--- config.mk ---
export PLATFORM = sky130hd
export DESIGN_NAME = boxerGame
export DESIGN_NICKNAME = d
export VERILOG_FILES = /design/src/boxerPkg.sv /design/src/boxerGame.sv /design/src/holdTimer.sv /design/src/pixelScanner.sv /design/src/poseSequencer.sv /design/src/roundClock.sv /design/src/scoreBoard.sv /design/src/segmentDisplay.sv
export SDC_FILE = /design/constraint.sdc
export NUM_CORES = 1
export LEC_CHECK = 0
export BUFFER_PORTS_ARGS = -buffer_cell sky130_fd_sc_hd__buf_2
export CORE_AREA = 5 5 134 136
export CTS_CLUSTER_DIAMETER = 200
export DETAILED_ROUTE_END_ITERATION = 10
export DIE_AREA = 0 0 139 141
export PLACE_DENSITY_LB_ADDON = 0.3
export SKIP_LAST_GASP = 1
export SLEW_MARGIN = 40
export SYNTH_ARGS = -nofsm -noshare
export SYNTH_HDL_FRONTEND = slang
export SYNTH_SLANG_ARGS = --single-unit
--- constraint.sdc ---
create_clock -name clk -period 3 [get_ports clk]
set_clock_uncertainty 0.1 [all_clocks]
set_input_delay 0.3 -clock clk [delete_from_list [all_inputs] [get_ports clk]]
set_output_delay 0.3 -clock clk [all_outputs]
set_load 0.1 [all_outputs]
--- src/boxerPkg.sv ---
package boxerPkg;

	typedef logic [3:0] bcdDigitT;
	typedef logic [8:0] coordXT;
	typedef logic [7:0] coordYT;

	typedef enum logic [3:0] {
		endScreen = 4'd0,
		center = 4'd1,
		right = 4'd2,
		left = 4'd3,
		hit = 4'd4,
		centerShuffle = 4'd5,
		missed = 4'd6,
		rightShuffle = 4'd7,
		leftShuffle = 4'd8
	} spriteT;

	typedef enum logic {
		zoneCenter,
		zoneSide
	} zoneT;

	typedef struct packed {
		logic center;
		logic side;
	} strikeT;

	typedef struct packed {
		coordXT x;
		coordYT y;
		spriteT sprite;
	} pixelT;

	typedef struct packed {
		bcdDigitT tens;
		bcdDigitT ones;
	} scoreT;

	typedef struct packed {
		scoreT seconds;
		scoreT player;
		scoreT opponent;
	} displayDigitsT;

	// one active-low pattern per digit
	typedef logic [5:0][6:0] segmentsT;

	typedef struct packed {
		spriteT sprite;
		zoneT zone;
	} poseStepT;

	// --------------------
	// pose routine
	localparam int RoutineLength = 13;

	localparam poseStepT Routine [0:RoutineLength-1] = '{
		'{center, zoneCenter},
		'{centerShuffle, zoneCenter},
		'{center, zoneCenter},
		'{centerShuffle, zoneCenter},
		'{right, zoneSide},
		'{rightShuffle, zoneSide},
		'{right, zoneSide},
		'{center, zoneCenter},
		'{centerShuffle, zoneCenter},
		'{center, zoneCenter},
		'{left, zoneSide},
		'{leftShuffle, zoneSide},
		'{left, zoneSide}
	};

	// two-digit bcd step, wraps 99 to 00
	function automatic scoreT bcdIncrement(scoreT value);
		scoreT result;
		result = value;
		if (value.ones == 4'd9)
		begin
			result.ones = 4'd0;
			result.tens = (value.tens == 4'd9) ? 4'd0 : value.tens + 4'd1;
		end
		else
			result.ones = value.ones + 4'd1;
		return result;
	endfunction

endpackage

--- src/boxerGame.sv ---
module boxerGame #(
	parameter int FrameWidth = 320,
	parameter int FrameHeight = 240,
	parameter int CreditDepth = 4,
	parameter int PoseHoldTicks = 10000000,
	parameter int ResultHoldTicks = 50000000,
	parameter int TicksPerSecond = 50000000,
	parameter int RoundSeconds = 60
) (
	input logic clk,
	input logic reset,
	input logic start,
	input boxerPkg::strikeT strike,
	input logic credit,
	output boxerPkg::pixelT pixel,
	output logic pixelValid,
	output boxerPkg::segmentsT segments
);

	logic drawStart;
	boxerPkg::spriteT drawSprite;
	logic drawDone;
	logic poseHold;
	logic resultHold;
	logic poseDone;
	logic resultDone;
	logic roundOver;
	logic hit;
	logic miss;
	boxerPkg::scoreT seconds;
	boxerPkg::scoreT playerScore;
	boxerPkg::scoreT opponentScore;

	poseSequencer sequencer (
		.clk(clk),
		.reset(reset),
		.start(start),
		.strike(strike),
		.roundOver(roundOver),
		.drawDone(drawDone),
		.poseDone(poseDone),
		.resultDone(resultDone),
		.drawStart(drawStart),
		.drawSprite(drawSprite),
		.poseHold(poseHold),
		.resultHold(resultHold),
		.hit(hit),
		.miss(miss)
	);

	pixelScanner #(
		.FrameWidth(FrameWidth),
		.FrameHeight(FrameHeight),
		.CreditDepth(CreditDepth)
	) scanner (
		.clk(clk),
		.reset(reset),
		.drawStart(drawStart),
		.drawSprite(drawSprite),
		.credit(credit),
		.pixel(pixel),
		.pixelValid(pixelValid),
		.drawDone(drawDone)
	);

	holdTimer #(.HoldTicks(PoseHoldTicks)) poseTimer (
		.clk(clk),
		.reset(reset),
		.enable(poseHold),
		.done(poseDone)
	);

	holdTimer #(.HoldTicks(ResultHoldTicks)) resultTimer (
		.clk(clk),
		.reset(reset),
		.enable(resultHold),
		.done(resultDone)
	);

	roundClock #(
		.TicksPerSecond(TicksPerSecond),
		.RoundSeconds(RoundSeconds)
	) clock (
		.clk(clk),
		.reset(reset),
		.start(start),
		.seconds(seconds),
		.roundOver(roundOver)
	);

	scoreBoard scores (
		.clk(clk),
		.reset(reset),
		.start(start),
		.hit(hit),
		.miss(miss),
		.playerScore(playerScore),
		.opponentScore(opponentScore)
	);

	segmentDisplay display (
		.digits({seconds, playerScore, opponentScore}),
		.segments(segments)
	);

endmodule

--- src/holdTimer.sv ---
module holdTimer #(
	parameter int HoldTicks = 10000000
) (
	input logic clk,
	input logic reset,
	input logic enable,
	output logic done
);

	localparam int CountW = $clog2(HoldTicks + 1);

	logic [CountW-1:0] count;

	// saturates so done fires once per hold
	always_ff @(posedge clk)
	begin
		if (!reset || !enable)
		begin
			count <= '0;
			done <= 1'b0;
		end
		else
		begin
			done <= count == CountW'(HoldTicks - 1);
			if (count != CountW'(HoldTicks))
				count <= count + 1'b1;
		end
	end

endmodule

--- src/pixelScanner.sv ---
module pixelScanner #(
	parameter int FrameWidth = 320,
	parameter int FrameHeight = 240,
	parameter int CreditDepth = 4
) (
	input logic clk,
	input logic reset,
	input logic drawStart,
	input boxerPkg::spriteT drawSprite,
	input logic credit,
	output boxerPkg::pixelT pixel,
	output logic pixelValid,
	output logic drawDone
);

	localparam int CreditW = $clog2(CreditDepth + 1);

	boxerPkg::coordXT x;
	boxerPkg::coordYT y;
	boxerPkg::spriteT sprite;
	logic active;
	logic [CreditW-1:0] creditCount;
	logic [CreditW-1:0] creditNext;
	logic lastX;
	logic lastY;

	assign lastX = x == boxerPkg::coordXT'(FrameWidth - 1);
	assign lastY = y == boxerPkg::coordYT'(FrameHeight - 1);

	// stalls in place while no credit is left
	assign pixelValid = active && creditCount != '0;
	assign drawDone = pixelValid && lastX && lastY;
	assign pixel = {x, y, sprite};

	// credit bookkeeping, capped at depth
	always_comb
	begin
		creditNext = creditCount;
		if (credit && !pixelValid && creditCount != CreditW'(CreditDepth))
			creditNext = creditCount + 1'b1;
		else if (!credit && pixelValid)
			creditNext = creditCount - 1'b1;
	end

	always_ff @(posedge clk)
	begin
		if (!reset)
		begin
			active <= 1'b0;
			x <= '0;
			y <= '0;
			creditCount <= CreditW'(CreditDepth);
		end
		else
		begin
			creditCount <= creditNext;
			if (drawStart)
			begin
				active <= 1'b1;
				x <= '0;
				y <= '0;
			end
			else if (pixelValid)
			begin
				if (lastX)
				begin
					x <= '0;
					if (lastY)
					begin
						y <= '0;
						active <= 1'b0;
					end
					else
						y <= y + 1'b1;
				end
				else
					x <= x + 1'b1;
			end
		end
	end

	always_ff @(posedge clk)
	begin
		if (drawStart)
			sprite <= drawSprite;
	end

endmodule

--- src/poseSequencer.sv ---
module poseSequencer (
	input logic clk,
	input logic reset,
	input logic start,
	input boxerPkg::strikeT strike,
	input logic roundOver,
	input logic drawDone,
	input logic poseDone,
	input logic resultDone,
	output logic drawStart,
	output boxerPkg::spriteT drawSprite,
	output logic poseHold,
	output logic resultHold,
	output logic hit,
	output logic miss
);

	localparam int StepW = $clog2(boxerPkg::RoutineLength);

	typedef enum logic [2:0] {
		idle,
		drawPose,
		holdPose,
		drawResult,
		holdResult,
		drawEnd,
		finished
	} stateT;

	stateT state;
	stateT nextState;
	logic [StepW-1:0] step;
	logic [StepW-1:0] nextStep;
	logic [StepW-1:0] advancedStep;
	boxerPkg::strikeT prevStrike;
	logic prevStart;
	logic centerRise;
	logic sideRise;
	boxerPkg::zoneT struckZone;
	logic hitNow;
	logic missNow;
	logic enterDraw;
	boxerPkg::spriteT entrySprite;

	// key edges, center wins a tie
	assign centerRise = strike.center && !prevStrike.center;
	assign sideRise = strike.side && !prevStrike.side;
	assign struckZone = centerRise ? boxerPkg::zoneCenter : boxerPkg::zoneSide;

	assign advancedStep = (step == StepW'(boxerPkg::RoutineLength - 1)) ? '0 : step + 1'b1;

	assign poseHold = state == holdPose;
	assign resultHold = state == holdResult;

	// --------------------
	// next state
	always_comb
	begin
		nextState = state;
		nextStep = step;
		hitNow = 1'b0;
		missNow = 1'b0;
		if (start)
		begin
			nextState = idle;
			nextStep = '0;
		end
		else
		begin
			case (state)
				idle:
					// game begins once start is released
					if (prevStart)
						nextState = drawPose;
				drawPose:
					if (drawDone)
						nextState = roundOver ? drawEnd : holdPose;
				holdPose:
					if (roundOver)
						nextState = drawEnd;
					else if (centerRise || sideRise)
					begin
						hitNow = struckZone == boxerPkg::Routine[step].zone;
						missNow = !hitNow;
						nextState = drawResult;
					end
					else if (poseDone)
					begin
						nextState = drawPose;
						nextStep = advancedStep;
					end
				drawResult:
					if (drawDone)
						nextState = roundOver ? drawEnd : holdResult;
				holdResult:
					if (roundOver)
						nextState = drawEnd;
					else if (resultDone)
					begin
						nextState = drawPose;
						nextStep = advancedStep;
					end
				drawEnd:
					if (drawDone)
						nextState = finished;
				default:
					nextState = finished;
			endcase
		end
	end

	// sprite for the frame about to start
	always_comb
	begin
		enterDraw = (nextState != state) &&
			(nextState == drawPose || nextState == drawResult || nextState == drawEnd);
		case (nextState)
			drawResult:
				entrySprite = hitNow ? boxerPkg::hit : boxerPkg::missed;
			drawEnd:
				entrySprite = boxerPkg::endScreen;
			default:
				entrySprite = boxerPkg::Routine[nextStep].sprite;
		endcase
	end

	// --------------------
	always_ff @(posedge clk)
	begin
		if (!reset)
		begin
			state <= idle;
			step <= '0;
			prevStrike <= '0;
			prevStart <= 1'b0;
			drawStart <= 1'b0;
			hit <= 1'b0;
			miss <= 1'b0;
		end
		else
		begin
			state <= nextState;
			step <= nextStep;
			prevStrike <= strike;
			prevStart <= start;
			drawStart <= enterDraw;
			hit <= hitNow;
			miss <= missNow;
		end
	end

	always_ff @(posedge clk)
	begin
		if (enterDraw)
			drawSprite <= entrySprite;
	end

endmodule

--- src/roundClock.sv ---
module roundClock #(
	parameter int TicksPerSecond = 50000000,
	parameter int RoundSeconds = 60
) (
	input logic clk,
	input logic reset,
	input logic start,
	output boxerPkg::scoreT seconds,
	output logic roundOver
);

	localparam int PrescaleW = $clog2(TicksPerSecond + 1);
	localparam boxerPkg::bcdDigitT RoundTens = boxerPkg::bcdDigitT'(RoundSeconds / 10);
	localparam boxerPkg::bcdDigitT RoundOnes = boxerPkg::bcdDigitT'(RoundSeconds % 10);

	logic [PrescaleW-1:0] prescale;
	logic running;
	logic secondTick;

	// count freezes on the round length
	assign roundOver = seconds.tens == RoundTens && seconds.ones == RoundOnes;
	assign secondTick = prescale == PrescaleW'(TicksPerSecond - 1);

	// --------------------
	always_ff @(posedge clk)
	begin
		if (!reset)
		begin
			prescale <= '0;
			seconds <= '0;
			running <= 1'b0;
		end
		else if (start)
		begin
			prescale <= '0;
			seconds <= '0;
			running <= 1'b1;
		end
		else if (running && !roundOver)
		begin
			if (secondTick)
			begin
				prescale <= '0;
				seconds <= boxerPkg::bcdIncrement(seconds);
			end
			else
				prescale <= prescale + 1'b1;
		end
	end

endmodule

--- src/scoreBoard.sv ---
module scoreBoard (
	input logic clk,
	input logic reset,
	input logic start,
	input logic hit,
	input logic miss,
	output boxerPkg::scoreT playerScore,
	output boxerPkg::scoreT opponentScore
);

	// player side
	always_ff @(posedge clk)
	begin
		if (!reset)
			playerScore <= '0;
		else if (start)
			playerScore <= '0;
		else if (hit)
			playerScore <= boxerPkg::bcdIncrement(playerScore);
	end

	// opponent side
	always_ff @(posedge clk)
	begin
		if (!reset)
			opponentScore <= '0;
		else if (start)
			opponentScore <= '0;
		else if (miss)
			opponentScore <= boxerPkg::bcdIncrement(opponentScore);
	end

endmodule

--- src/segmentDisplay.sv ---
module segmentDisplay (
	input boxerPkg::displayDigitsT digits,
	output boxerPkg::segmentsT segments
);

	// hex glyphs, segment g in the top bit
	localparam logic [6:0] Glyphs [0:15] = '{
		7'b1000000, 7'b1111001, 7'b0100100, 7'b0110000,
		7'b0011001, 7'b0010010, 7'b0000010, 7'b1111000,
		7'b0000000, 7'b0011000, 7'b0001000, 7'b0000011,
		7'b1000110, 7'b0100001, 7'b0000110, 7'b0001110
	};

	boxerPkg::bcdDigitT digitList [0:5];

	// lowest display is seconds ones
	assign digitList[0] = digits.seconds.ones;
	assign digitList[1] = digits.seconds.tens;
	assign digitList[2] = digits.player.ones;
	assign digitList[3] = digits.player.tens;
	assign digitList[4] = digits.opponent.ones;
	assign digitList[5] = digits.opponent.tens;

	always_comb
	begin
		for (int i = 0; i < 6; i++)
			segments[i] = Glyphs[digitList[i]];
	end

endmodule
==> key figures <==
GRT
  • Met2 usage in global routing: 29.6%
  • Largest net degree at the start of global routing: 25
  • Overflow after GRT: 0
  • Met1 global-route usage: 21.9%
  • Gr usage total: 17.3%
  • First-pass GRT wire length: 29,100 um
  • Met3 usage: 3.26%
  • Vias in the first global route: 6,407
  • GR peak layer: met2
  • Initial antenna violation count: 0

CTS
  • CTS tree: yes
  • Max clock buf depth: 2
  • Worst-Skew Late Latency: 0.42 ns
  • H-tree depth: 4
  • Sink Count: 145
  • Clk root buf: clkbuf_16
  • Clk slew on worst S/H paths: 0.06 ns
  • CTS Buf Count: 17

Synth
  • Ys async rst share: 0%
  • Netlist cell types: 67
  • Syn avg cell area: 7.96 um^2
  • Yosys reg bits: 145
  • Post-synth EDFFs: 8
  • Yosys top cell area share: 33.7%
  • Leading post-synthesis cells by cell area: dfxtp_1, nor2_1, ha_1
  • Cell type with the highest aggregate area in the netlist: dfxtp_1
  • Sequential fraction of the synthesis area: 36.6%
  • Synth Flop Type: dfxtp_1
  • Syn Nets: 1,071
  • Synthesized area: 8150 um^2
  • Cells after Synth: 1,024
  • Synth Warn #: 0

Floorplanning
  • Die height: 141 um
  • Die width: 139 um
  • Core footprint: 16,800 um^2
  • Io pins: 70
  • Initial core utilization: 48.5%
  • Row cnt: 48
  • Die area: 19,600 um^2

Route
  • DR pass1 iterations: 5
  • Drt first-iter violations: 410
  • ANT nets after route: 0
  • Routed WL: 16,800 um
  • DRC Markers: 0
  • Vias per inst: 5.23
  • Via Count: 6,946
  • Detailed-route wire length per cell: 12.7 um

Worst setup path
  • CP Class: flip-flop to flip-flop
  • CP max stage delay: 0.58 ns
  • CP Max Fanout: 7
  • CP Data Arrival Time: 2.86 ns
  • Crit path to: sequencer.drawSprite[1]
  • Slowest cell on crit path: a311oi_1
  • Worst-case reg-to-reg path depth: 9
  • Stages on the worst setup path: 9
  • Critical R2R Capture: sequencer.drawSprite[1]
  • CP required: 3.07 ns
  • CP startpoint kind: flip-flop
  • Crit-path leading delay family: compound AO/OA/AOI/OAI gates
  • Worst reg-to-reg setup slack: 0.21 ns
  • Worst-path cell chain: inv_1, ha_1, and4b_1, nand2_2, a311oi_1, o31ai_4, a31oi_1, nor2_1, a32o_1
  • Worst reg2reg path startpoint: clock.seconds[1]
  • WP buf/inv: 1
  • CP startpoint: clock.seconds[1]
  • Crit path capture type: flip-flop

Timing
  • Period utilization: 92.9%
  • Fin. max-slew vios: 0
  • Setup repair after global routing missed its margin: no
  • Final setup TNS: 0 ns
  • Min Tclk post-route: 2.79 ns
  • Peak Freq: 0.359 GHz
  • Number of hold violations in the final report: 0
  • Min Hold Slack: 0.0270 ns
  • Final setup vio count: 0
  • Slew @ Worst Pin: 0.595 ns
  • Worst slew margin: 60.0%

Placement
  • Final GP Congestion: 0.833
  • HPWL Detailed: 11,700 um
  • Port-buffer cells: 69

Pwr
  • PwrDens: 469 nW/um^2
  • Design Power: 4460 uW
  • Max VDD drop: 387 uV
  • Leakage power: 0.00344 uW

Final layout
  • Number of diodes: 0
  • Layout area overhead: 16.8%
  • Filler Cells Inserted: 1,548
  • Share of cells above drive strength 1: 16.0%
  • Fin nets: 1,136
  • Most common cell after layout, fill and taps aside: nor2_1
  • Commonest cells after routing, fill and taps aside: nor2_1, dfxtp_1, nand2_1

Flow run
  • Max cap viols: 0

Min path
  • Hold Crit Class: input pin to flip-flop
  • Hold Path Depth: 2
  • Hold_sp: strike[1]

Status
  • Status: finished, final reports clean
-- sequential cells by signal, summed over array words and instances, names as in the netlist --
name and count:
scanner.sprite 4, sequencer.state 3, sequencer.prevStrike 2, sequencer.hit 1, poseTimer.count 24, poseTimer.done 1
sequencer.prevStart 1, scanner.y 8, scanner.active 1, sequencer.miss 1, sequencer.drawStart 1, clock.running 1
scanner.x 9, sequencer.step 4, clock.seconds 8, resultTimer.done 1, scores.opponentScore 8, clock.prescale 26
sequencer.drawSprite 4, scanner.creditCount 3, scores.playerScore 8, resultTimer.count 26
-- worst min path at each step --
stage / slack (ns) / endpoint
2_1_floorplan: 0.30 / scanner.sprite[0]
3_3_place_gp: 0.31 / scanner.sprite[1]
3_5_place_dp: 0.31 / scanner.sprite[1]
4_1_cts: 0.02 / sequencer.prevStrike[1]
5_1_grt: 0.02 / sequencer.prevStrike[1]
6_report: 0.03 / sequencer.prevStrike[1]
-- layer usage --
layer	routed length [um]	share of wire (%)	vias to the layer above
met5	0	0	-
met4	127	0.76	0
li1	-	-	3671
met2	8340	50	79
met3	502	3.0	8
met1	7860	47	3188
-- power by group --
group	switching, uW	internal (uW)
Clock	821	1380
Sequential	31.1	1960
Combinational	163	102
Total	1010	3450
-- repair_timing --
item                                    CTS  global route
hold buffers                              1             0
resized for setup                         0            14
endpoints found under the setup margin    0             7
endpoints found under the hold margin     1             0
buffers inserted                          0             1
-- cells in the mapped netlist, types with 12 or more instances --
cell type and n:
a21oi_1 63, a31oi_1 12, and3_1 19, clkbuf_1 35, dfxtp_1 137, ha_1 40, inv_1 35, mux2i_1 19
nand2_1 90, nand3_1 40, nand4_1 16, nor2_1 190, nor2b_1 13, nor3_1 20, nor4_1 14, o21ai_0 59
xnor2_1 33, xor2_1 48
-- metrics by stage --
| step | setup slack [ns] | instances | util [%] | cell area, um^2 |
|---|---|---|---|---|
| finish | 0.214 | 1327 | 56.6 | 9520 |
| CTS | 0.0432 | 1326 | 56.2 | 9450 |
| detailed placement | 0.0532 | 1293 | 52.4 | 8820 |
| global placement | 0.141 | 1293 | 52.4 | 8810 |
| global route | 0.0498 | 1327 | 56.6 | 9520 |
| floorplan | 0.00484 | 1024 | - | 8210 |
-- final cells by class --
class | instances | area [um^2] | area share [%]
Timing Repair Buffer | 90 | 505 | 5.31
Inverter | 35 | 131 | 1.38
Multi-Input combinational cell | 800 | 4960 | 52.1
Tap cell | 225 | 282 | 2.96
Clock buffer | 21 | 470 | 4.94
Sequential cell | 145 | 3020 | 31.7
Clock inverter | 11 | 150 | 1.58
-- kinds of logic (layout without fill, tap and decap cells) --
family	Yosys count	count (layout)	share of synthesized area (%)
adders and majority gates	41	41	6.39
muxes	21	21	2.61
buffers and inverters	79	157	3.70
and+or+nand+nor	475	475	28.2
xor gates and xnor gates	81	81	8.71
DFF	145	145	36.6
AOI/OAI and AO/OA	182	182	13.8
(Power assumes the default switching activity.)
